`src/lsq_cfg.svh`:
```
`ifndef LSQ_CFG_SVH
`define LSQ_CFG_SVH

//////////////////////////////
// Address split
//////////////////////////////

// Offset within the page, untranslated
`define LSQ_OFFSET_W 12
// Translated page number
`define LSQ_PAGE_W 20

//////////////////////////////
// Payload
//////////////////////////////

`define LSQ_DATA_W 32
`define LSQ_BE_W 4
// Operation ID, also bounds the number of loads in flight
`define LSQ_ID_W 3
// Folded offset hash for store collision checks
`define LSQ_HASH_W 4

//////////////////////////////
// Queue depths
//////////////////////////////

// One slot per ID
`define LSQ_LQ_DEPTH 8
`define LSQ_SQ_DEPTH 4

`endif
```
`src/lsq_pkg.sv`:
```
`default_nettype none

`include "lsq_cfg.svh"

package lsq_pkg;

    // Kind of an issue push
    typedef enum logic {
        LS_LOAD  = 1'b0,
        LS_STORE = 1'b1
    } ls_op_t;

    // Store queue pointer, one extra bit for wrap
    typedef logic [$clog2(`LSQ_SQ_DEPTH):0] sq_ptr_t;

    // Load queue entry
    typedef struct packed {
        logic [`LSQ_OFFSET_W-1:0] offset;
        logic [`LSQ_ID_W-1:0] id;
        // Hash hit against some pending store at push time
        logic store_collision;
        // Store queue write pointer when the load was pushed
        sq_ptr_t sq_index;
    } lq_entry_t;

    // Store queue entry
    typedef struct packed {
        logic [`LSQ_OFFSET_W-1:0] offset;
        logic [`LSQ_DATA_W-1:0] data;
        logic [`LSQ_BE_W-1:0] be;
        logic [`LSQ_HASH_W-1:0] hash;
    } sq_entry_t;

    // Translated address, shared by both address FIFOs
    typedef struct packed {
        logic [`LSQ_PAGE_W-1:0] page;
        logic discard;
    } addr_entry_t;

endpackage

`default_nettype wire

```
`src/load_store_queue.sv`:
```
`default_nettype none
`timescale 1ns/1ns

`include "lsq_cfg.svh"

module load_store_queue (
    input  wire logic clk,
    input  wire logic rst,
    // Issue side
    input  wire logic op_push,
    input  wire lsq_pkg::ls_op_t op_kind,
    input  wire logic [`LSQ_OFFSET_W-1:0] op_offset,
    input  wire logic [`LSQ_ID_W-1:0] op_id,
    input  wire logic [`LSQ_DATA_W-1:0] op_data,
    input  wire logic [`LSQ_BE_W-1:0] op_be,
    // Translation side
    input  wire logic addr_push,
    input  wire logic addr_rnw,
    input  wire logic [`LSQ_PAGE_W-1:0] addr_page,
    input  wire logic addr_discard,
    input  wire logic store_retire,
    // Memory side
    input  wire logic load_ack,
    input  wire logic store_ack,
    output logic load_valid,
    output logic [`LSQ_PAGE_W+`LSQ_OFFSET_W-1:0] load_addr,
    output logic [`LSQ_ID_W-1:0] load_id,
    output logic store_valid,
    output logic [`LSQ_PAGE_W+`LSQ_OFFSET_W-1:0] store_addr,
    output logic [`LSQ_DATA_W-1:0] store_data,
    output logic [`LSQ_BE_W-1:0] store_be,
    output logic full,
    output logic empty,
    output logic sq_empty
);

    import lsq_pkg::*;

    logic lq_push;
    logic sq_push;
    logic lq_addr_push;
    logic sq_addr_push;
    logic lq_pop;
    logic sq_pop;
    logic lq_addr_pop;
    logic sq_addr_pop;
    logic lq_valid;
    logic lq_addr_valid;
    logic sq_addr_valid;
    logic sq_head_valid;
    logic sq_full;
    logic potential_conflict;
    logic [`LSQ_HASH_W-1:0] load_hash;
    sq_ptr_t sq_windex;
    sq_ptr_t sq_rindex;
    lq_entry_t lq_entry;
    lq_entry_t lq_head;
    sq_entry_t sq_entry;
    sq_entry_t sq_head;
    addr_entry_t addr_entry;
    addr_entry_t lq_addr_head;
    addr_entry_t sq_addr_head;

    // Ops are refused whenever stores have nowhere to go
    assign full = sq_full;

    lsq_intake intake_i (
        .op_push(op_push),
        .addr_push(addr_push),
        .addr_rnw(addr_rnw),
        .addr_discard(addr_discard),
        .potential_conflict(potential_conflict),
        .sq_full(sq_full),
        .op_kind(op_kind),
        .op_offset(op_offset),
        .op_id(op_id),
        .op_data(op_data),
        .op_be(op_be),
        .addr_page(addr_page),
        .sq_windex(sq_windex),
        .lq_push(lq_push),
        .sq_push(sq_push),
        .lq_addr_push(lq_addr_push),
        .sq_addr_push(sq_addr_push),
        .load_hash(load_hash),
        .lq_entry(lq_entry),
        .sq_entry(sq_entry),
        .addr_entry(addr_entry)
    );

    //////////////////////////////
    // Load queue and its addresses
    //////////////////////////////
    lsq_fifo #(.WIDTH($bits(lq_entry_t)), .DEPTH(`LSQ_LQ_DEPTH)) lq_fifo_i (
        .clk(clk),
        .rst(rst),
        .push(lq_push),
        .pop(lq_pop),
        .data_in(lq_entry),
        .valid(lq_valid),
        .full(),
        .data_out(lq_head)
    );

    lsq_fifo #(.WIDTH($bits(addr_entry_t)), .DEPTH(`LSQ_LQ_DEPTH)) lq_addr_fifo_i (
        .clk(clk),
        .rst(rst),
        .push(lq_addr_push),
        .pop(lq_addr_pop),
        .data_in(addr_entry),
        .valid(lq_addr_valid),
        .full(),
        .data_out(lq_addr_head)
    );

    //////////////////////////////
    // Store queue and its addresses
    //////////////////////////////
    lsq_store_queue sq_i (
        .clk(clk),
        .rst(rst),
        .push(sq_push),
        .retire(store_retire),
        .pop(sq_pop),
        .entry_in(sq_entry),
        .load_hash(load_hash),
        .full(sq_full),
        .potential_conflict(potential_conflict),
        .head_valid(sq_head_valid),
        .empty(sq_empty),
        .windex(sq_windex),
        .rindex(sq_rindex),
        .head(sq_head)
    );

    lsq_fifo #(.WIDTH($bits(addr_entry_t)), .DEPTH(`LSQ_SQ_DEPTH)) sq_addr_fifo_i (
        .clk(clk),
        .rst(rst),
        .push(sq_addr_push),
        .pop(sq_addr_pop),
        .data_in(addr_entry),
        .valid(sq_addr_valid),
        .full(),
        .data_out(sq_addr_head)
    );

    lsq_issue issue_i (
        .lq_valid(lq_valid),
        .lq_addr_valid(lq_addr_valid),
        .sq_head_valid(sq_head_valid),
        .sq_addr_valid(sq_addr_valid),
        .addr_push(addr_push),
        .addr_rnw(addr_rnw),
        .addr_discard(addr_discard),
        .load_ack(load_ack),
        .store_ack(store_ack),
        .sq_empty(sq_empty),
        .lq_head(lq_head),
        .sq_head(sq_head),
        .lq_addr_head(lq_addr_head),
        .sq_addr_head(sq_addr_head),
        .addr_page(addr_page),
        .sq_rindex(sq_rindex),
        .lq_pop(lq_pop),
        .lq_addr_pop(lq_addr_pop),
        .sq_pop(sq_pop),
        .sq_addr_pop(sq_addr_pop),
        .load_valid(load_valid),
        .store_valid(store_valid),
        .load_addr(load_addr),
        .load_id(load_id),
        .store_addr(store_addr),
        .store_data(store_data),
        .store_be(store_be),
        .empty(empty)
    );

endmodule

`default_nettype wire

```
`src/lsq_issue.sv`:
```
`default_nettype none
`timescale 1ns/1ns

`include "lsq_cfg.svh"

module lsq_issue (
    input  wire logic lq_valid,
    input  wire logic lq_addr_valid,
    input  wire logic sq_head_valid,
    input  wire logic sq_addr_valid,
    input  wire logic addr_push,
    input  wire logic addr_rnw,
    input  wire logic addr_discard,
    input  wire logic load_ack,
    input  wire logic store_ack,
    input  wire logic sq_empty,
    input  wire lsq_pkg::lq_entry_t lq_head,
    input  wire lsq_pkg::sq_entry_t sq_head,
    input  wire lsq_pkg::addr_entry_t lq_addr_head,
    input  wire lsq_pkg::addr_entry_t sq_addr_head,
    input  wire logic [`LSQ_PAGE_W-1:0] addr_page,
    input  wire lsq_pkg::sq_ptr_t sq_rindex,
    output logic lq_pop,
    output logic lq_addr_pop,
    output logic sq_pop,
    output logic sq_addr_pop,
    output logic load_valid,
    output logic store_valid,
    output logic [`LSQ_PAGE_W+`LSQ_OFFSET_W-1:0] load_addr,
    output logic [`LSQ_ID_W-1:0] load_id,
    output logic [`LSQ_PAGE_W+`LSQ_OFFSET_W-1:0] store_addr,
    output logic [`LSQ_DATA_W-1:0] store_data,
    output logic [`LSQ_BE_W-1:0] store_be,
    output logic empty
);

    import lsq_pkg::*;

    addr_entry_t bypass_addr;
    addr_entry_t lq_addr;
    addr_entry_t sq_addr;
    logic lq_addr_ready;
    logic sq_addr_ready;
    logic load_blocked;
    logic lq_discard;
    logic sq_discard;

    //////////////////////////////
    // Address pairing
    //////////////////////////////

    // Same-cycle address push stands in for an empty address FIFO
    assign bypass_addr.page = addr_page;
    assign bypass_addr.discard = addr_discard;

    assign lq_addr = lq_addr_valid ? lq_addr_head : bypass_addr;
    assign sq_addr = sq_addr_valid ? sq_addr_head : bypass_addr;

    assign lq_addr_ready = lq_addr_valid | (addr_push & addr_rnw);
    assign sq_addr_ready = sq_addr_valid | (addr_push & ~addr_rnw);

    // Older colliding stores still in the queue
    assign load_blocked = lq_head.store_collision & (lq_head.sq_index != sq_rindex);

    //////////////////////////////
    // Discard
    //////////////////////////////

    // Faulted load leaves at once
    assign lq_discard = lq_valid & lq_addr_ready & lq_addr.discard;
    // Faulted store waits for a cycle with no load to send
    assign sq_discard = sq_head_valid & sq_addr_ready & sq_addr.discard
        & (~lq_valid | load_blocked);

    //////////////////////////////
    // Requests
    //////////////////////////////
    assign load_valid = lq_valid & lq_addr_ready & ~lq_addr.discard & ~load_blocked;
    assign store_valid = sq_head_valid & sq_addr_ready & ~sq_addr.discard;

    assign lq_pop = (load_valid & load_ack) | lq_discard;
    assign lq_addr_pop = lq_pop;
    assign sq_pop = (store_valid & store_ack) | sq_discard;
    assign sq_addr_pop = sq_pop;

    assign load_addr = {lq_addr.page, lq_head.offset};
    assign load_id = lq_head.id;

    assign store_addr = {sq_addr.page, sq_head.offset};
    assign store_data = sq_head.data;
    assign store_be = sq_head.be;

    assign empty = ~lq_valid & sq_empty;

endmodule

`default_nettype wire

```
`src/lsq_intake.sv`:
```
`default_nettype none
`timescale 1ns/1ns

`include "lsq_cfg.svh"

module lsq_intake (
    input  wire logic op_push,
    input  wire logic addr_push,
    input  wire logic addr_rnw,
    input  wire logic addr_discard,
    input  wire logic potential_conflict,
    input  wire logic sq_full,
    input  wire lsq_pkg::ls_op_t op_kind,
    input  wire logic [`LSQ_OFFSET_W-1:0] op_offset,
    input  wire logic [`LSQ_ID_W-1:0] op_id,
    input  wire logic [`LSQ_DATA_W-1:0] op_data,
    input  wire logic [`LSQ_BE_W-1:0] op_be,
    input  wire logic [`LSQ_PAGE_W-1:0] addr_page,
    input  wire lsq_pkg::sq_ptr_t sq_windex,
    output logic lq_push,
    output logic sq_push,
    output logic lq_addr_push,
    output logic sq_addr_push,
    output logic [`LSQ_HASH_W-1:0] load_hash,
    output lsq_pkg::lq_entry_t lq_entry,
    output lsq_pkg::sq_entry_t sq_entry,
    output lsq_pkg::addr_entry_t addr_entry
);

    import lsq_pkg::*;

    //////////////////////////////
    // Offset hash
    //////////////////////////////

    // XOR fold of the word offset, byte bits left out
    always_comb begin
        load_hash = '0;
        for (int i = 2; i < `LSQ_OFFSET_W; i++) begin
            load_hash[(i - 2) % `LSQ_HASH_W] = load_hash[(i - 2) % `LSQ_HASH_W] ^ op_offset[i];
        end
    end

    //////////////////////////////
    // Push routing
    //////////////////////////////

    // Nothing is accepted while the store queue is full
    assign lq_push = op_push & ~sq_full & (op_kind == LS_LOAD);
    assign sq_push = op_push & ~sq_full & (op_kind == LS_STORE);

    assign lq_addr_push = addr_push & addr_rnw;
    assign sq_addr_push = addr_push & ~addr_rnw;

    // Load entry remembers where the store queue stood
    assign lq_entry.offset = op_offset;
    assign lq_entry.id = op_id;
    assign lq_entry.store_collision = potential_conflict;
    assign lq_entry.sq_index = sq_windex;

    // Store entry carries its own hash for later loads
    assign sq_entry.offset = op_offset;
    assign sq_entry.data = op_data;
    assign sq_entry.be = op_be;
    assign sq_entry.hash = load_hash;

    assign addr_entry.page = addr_page;
    assign addr_entry.discard = addr_discard;

endmodule

`default_nettype wire

```
`src/lsq_store_queue.sv`:
```
`default_nettype none
`timescale 1ns/1ns

`include "lsq_cfg.svh"

module lsq_store_queue (
    input  wire logic clk,
    input  wire logic rst,
    input  wire logic push,
    input  wire logic retire,
    input  wire logic pop,
    input  wire lsq_pkg::sq_entry_t entry_in,
    input  wire logic [`LSQ_HASH_W-1:0] load_hash,
    output logic full,
    output logic potential_conflict,
    output logic head_valid,
    output logic empty,
    output lsq_pkg::sq_ptr_t windex,
    output lsq_pkg::sq_ptr_t rindex,
    output lsq_pkg::sq_entry_t head
);

    import lsq_pkg::*;

    localparam int IDX_W = $clog2(`LSQ_SQ_DEPTH);

    sq_entry_t mem [`LSQ_SQ_DEPTH];
    logic [`LSQ_SQ_DEPTH-1:0] entry_valid;
    logic [`LSQ_SQ_DEPTH-1:0] entry_retired;
    logic [`LSQ_SQ_DEPTH-1:0] hash_hit;

    // Wide pointers with a wrap bit to tell full from empty
    sq_ptr_t wptr;
    sq_ptr_t rptr;
    // Oldest store still waiting on retire
    logic [IDX_W-1:0] retire_idx;

    logic [IDX_W-1:0] widx;
    logic [IDX_W-1:0] ridx;
    logic wr_en;
    logic rd_en;

    assign widx = wptr[IDX_W-1:0];
    assign ridx = rptr[IDX_W-1:0];

    assign empty = (wptr == rptr);
    assign full = (wptr[IDX_W] != rptr[IDX_W]) && (widx == ridx);

    assign windex = wptr;
    assign rindex = rptr;

    // Head is only offered once retired
    assign head = mem[ridx];
    assign head_valid = entry_valid[ridx] & entry_retired[ridx];

    assign wr_en = push & ~full;
    assign rd_en = pop & head_valid;

    //////////////////////////////
    // Collision check
    //////////////////////////////

    // Match incoming load hash against every live store
    always_comb begin
        for (int i = 0; i < `LSQ_SQ_DEPTH; i++) begin
            hash_hit[i] = entry_valid[i] & (mem[i].hash == load_hash);
        end
    end

    assign potential_conflict = |hash_hit;

    //////////////////////////////
    // Control state
    //////////////////////////////
    always_ff @(posedge clk) begin
        if (rst) begin
            wptr <= '0;
            rptr <= '0;
            retire_idx <= '0;
            entry_valid <= '0;
            entry_retired <= '0;
        end else begin
            if (rd_en) begin
                entry_valid[ridx] <= 1'b0;
                entry_retired[ridx] <= 1'b0;
                rptr <= rptr + 1'b1;
            end
            if (wr_en) begin
                entry_valid[widx] <= 1'b1;
                entry_retired[widx] <= 1'b0;
                wptr <= wptr + 1'b1;
            end
            // Retire after push so a store retired as it enters is kept retired
            if (retire) begin
                entry_retired[retire_idx] <= 1'b1;
                retire_idx <= retire_idx + 1'b1;
            end
        end
    end

    // Entry payload
    always_ff @(posedge clk) begin
        if (wr_en)
            mem[widx] <= entry_in;
    end

endmodule

`default_nettype wire

```
`src/lsq_fifo.sv`:
```
`default_nettype none
`timescale 1ns/1ns

module lsq_fifo #(
    parameter int WIDTH = 8,
    parameter int DEPTH = 4
) (
    input  wire logic clk,
    input  wire logic rst,
    input  wire logic push,
    input  wire logic pop,
    input  wire logic [WIDTH-1:0] data_in,
    output logic valid,
    output logic full,
    output logic [WIDTH-1:0] data_out
);

    localparam int PTR_W = (DEPTH > 1) ? $clog2(DEPTH) : 1;
    localparam int CNT_W = $clog2(DEPTH + 1);

    logic [WIDTH-1:0] mem [DEPTH];
    logic [PTR_W-1:0] wptr;
    logic [PTR_W-1:0] rptr;
    logic [CNT_W-1:0] count;
    logic wr_en;
    logic rd_en;

    assign valid = (count != '0);
    assign full = (count == CNT_W'(DEPTH));

    // Pop on an empty FIFO still counts when a push lands the same cycle
    // The entry then passes straight through without being kept
    assign wr_en = push & ~full;
    assign rd_en = pop & (valid | wr_en);

    // Head comes straight from storage
    assign data_out = mem[rptr];

    //////////////////////////////
    // Pointers and count
    //////////////////////////////
    always_ff @(posedge clk) begin
        if (rst) begin
            wptr <= '0;
            rptr <= '0;
            count <= '0;
        end else begin
            if (wr_en)
                wptr <= (wptr == PTR_W'(DEPTH - 1)) ? '0 : wptr + 1'b1;
            if (rd_en)
                rptr <= (rptr == PTR_W'(DEPTH - 1)) ? '0 : rptr + 1'b1;
            // Count only moves on one-sided traffic
            if (wr_en & ~rd_en)
                count <= count + 1'b1;
            else if (rd_en & ~wr_en)
                count <= count - 1'b1;
        end
    end

    // Storage
    always_ff @(posedge clk) begin
        if (wr_en)
            mem[wptr] <= data_in;
    end

endmodule

`default_nettype wire

```
`config.mk`:
```
export PLATFORM = sky130hd
export DESIGN_NAME = load_store_queue
export DESIGN_NICKNAME = d
export VERILOG_FILES = /design/src/lsq_pkg.sv /design/src/load_store_queue.sv /design/src/lsq_issue.sv /design/src/lsq_intake.sv /design/src/lsq_store_queue.sv /design/src/lsq_fifo.sv
export VERILOG_INCLUDE_DIRS = /design/src /design/src/src
export SDC_FILE = /design/constraint.sdc
export NUM_CORES = 1
export LEC_CHECK = 0
export BUFFER_PORTS_ARGS = -buffer_cell sky130_fd_sc_hd__buf_2
export CAP_MARGIN = 40
export CORE_MARGIN = 4
export CORE_UTILIZATION = 40
export CTS_BUF_LIST = sky130_fd_sc_hd__clkbuf_4
export DETAILED_ROUTE_END_ITERATION = 8
export PLACE_DENSITY = 0.63
export SYNTH_ARGS = -nofsm -noshare
export SYNTH_HDL_FRONTEND = slang
export SYNTH_HIERARCHICAL = 1
export SYNTH_SLANG_ARGS = --single-unit
```
`constraint.sdc`:
```
create_clock -name clk -period 4.6 [get_ports clk]
set_input_delay 0.46 -clock clk [delete_from_list [all_inputs] [get_ports clk]]
set_output_delay 0.46 -clock clk [all_outputs]
set_load 0.01 [all_outputs]
```
==> results by group <==
Run status
  – Outcome: finished, final reports clean

GRT
  – Gr usage total: 0.1502
  – Largest net degree at the start of global routing: 53
  – Initial antenna violation count: 5
  – Vias in the first global route: 14680
  – First-pass GRT wire length: 84.19 mm
  – Overflow after GRT: 0

Critical path
  – CP Capture Type: register
  – Buf/Inv on CP: 3
  – Critical path's largest stage delay: 580 ps
  – Setup crit start kind: register
  – Top delay family on crit path: multiplexers
  – Crit-path max FO: 32
  – Critical path required time: 5420 ps
  – Crit-path cells: buf_4, mux4_2, mux2_2, inv_1, a311oi_1, nor3_2, buf_4, or2_2, ha_1, a21o_1, a21oi_1, mux2_2, a221oi_1
  – CP max stage cell: mux4_2
  – Worst EP arrival: 4960 ps
  – Kind of critical path: register to register

Logic synthesis
  – Syn Inst Count: 1410
  – Synth Area per Inst: 19.52 um^2
  – Syn Nets: 1523
  – Yosys Warn Count: 6
  – Syn Std Cell Area: 27530 um^2

Power and ir drop
  – Peak VDD IR: 0.2773 mV
  – Lkg Pwr: 10.67 nW
  – Pwr dens: 430.1 nW/um^2
  – Final total power: 13.54 mW

Clock tree
  – TritonCTS buffer count: 172
  – Worst-skew pair later-pin latency: 970 ps
  – CTS tree: done
  – Post-CTS Setup Bufs: 0
  – CTS resizes: 0
  – Root Buffer: clkbuf_4
  – Deepest level of the CTS H-tree: 4
  – Clock buffer depth: 3
  – Clock-pin slew on the worst setup and hold paths: 60 ps
  – CTS sink cnt: 665

Routing
  – Vias/cell: 5.053
  – Pre-antenna DRT Iters: 4
  – Final antenna-violating net count: 0
  – Routed WL: 54.36 mm
  – Vias: 13550
  – DR WL/cell: 20.27 um
  – DRC viols: 0
  – DRT iter0 DRCs: 777

Floorplanning
  – Die area: 73080 um^2
  – IO Pins: 189
  – Initial Utilization: 0.4070
  – Die height: 270.3 um
  – Core area: 67630 um^2
  – Die boundary width: 270.3 um
  – Num rows: 95

Timing
  – Slew Viols, Final: 0
  – Final setup violation count: 0
  – F_max: 0.2418 GHz
  – Clock Skew: 59.69 ps
  – Slew HR: 0.4365
  – Final min period: 4135 ps
  – RSZ-0062 raised after global routing: no
  – Worst Hold Slack: 204.4 ps
  – Worst-Margin Slew: 841.5 ps
  – Final period util: 0.8989
  – Final Hold Fails: 0
  – Total negative slack: 0 ps

Placed design
  – Placed Area: 28560 um^2
  – DP HPWL: 31.96 mm
  – GPL Wtd Cong: 0.7351
  – I/O Buffers: 188

Finish
  – Layout cell share with drive strength beyond 1: 0.4216
  – Layout Nets: 1793
  – Final Cell Area: 31470 um^2
  – Most common cell after layout, fill and taps aside: edfxtp_1
  – Commonest non-fill, non-tap cells in the layout: edfxtp_1 (612), clkbuf_4 (244), buf_2 (188), mux4_2 (132), mux2_2 (82)
  – Area delta synth->final: 14.32%

Job
  – # Max-Cap Violations: 0

Min path
  – HP Class: input port to register
==> layout make-up <==
| cell class | instances | area (um^2) |
|---|---|---|
| clock inverter | 55 | 292.8 |
| tap | 873 | 1092 |
| inverter | 19 | 71.32 |
| fill | 5735 | 36160 |
| clock buffer | 244 | 1832 |
| multi-input combinational | 513 | 6593 |
| sequential | 665 | 19450 |
| antenna | 4 | 10.01 |
| timing repair buffer | 309 | 2132 |
==> worst paths after layout <==
kind / startpoint / end / slack [ps] / depth (start not counted)
worst min-delay path: load_ack / lq_fifo_i/count[3] / 200 / 6
worst max-delay path: register / lq_addr_fifo_i/count[3] / 460 / 13
worst max register to register: register / lq_addr_fifo_i/count[3] / 460 / 13
worst min register to register: lq_fifo_i/rptr[0] / lq_fifo_i/rptr[0] / 500 / 2
==> registers in the layout, indices dropped and copies added (netlist names), 4 cells and up, named ones only <==
name,flops
sq_i/mem,208
lq_addr_fifo_i/mem,168
lq_fifo_i/mem,152
sq_addr_fifo_i/mem,84
lq_addr_fifo_i/count,4
lq_fifo_i/count,4
sq_i/entry_retired,4
sq_i/entry_valid,4
==> layer usage <==
metal / global-route usage / up-vias / wire [um]
li1: - / 6131 / -
met1: 0.1879 / 6960 / 22470
met2: 0.2504 / 382 / 27840
met3: 0.03722 / 79 / 2867
met4: 0.06466 / 0 / 1186
met5: 0 / - / 0
==> per-stage QoR <==
stage                       util  std cells  setup slack [ps]
after floorplan                -       1410             246.6
after global placement    0.4203       2296             478.8
after detailed placement  0.4223       2302             452.1
after CTS                 0.4651       2678             409.5
after global routing      0.4652       2680             102.2
final                     0.4653       2682             464.9
==> what timing repair did <==
item / 4_1_cts / 5_1_grt
hold buffers: 77 / 0
hold endpoints to repair: 593 / 0
setup endpoints to repair: 0 / 0
==> worst min-delay path, delay by kind of cell <==
family                 cells  cell delay (ps)
and+or+nand+nor            3              290
AOI/OAI and AO/OA          1               60
buffers and inverters      2              280
==> power breakdown <==
part / switching (mW) / internal (mW)
sequential: 0.0927 / 6.76
combinational: 0.965 / 0.876
clock: 2.32 / 2.52
Power figures use the tool's default switching activity.
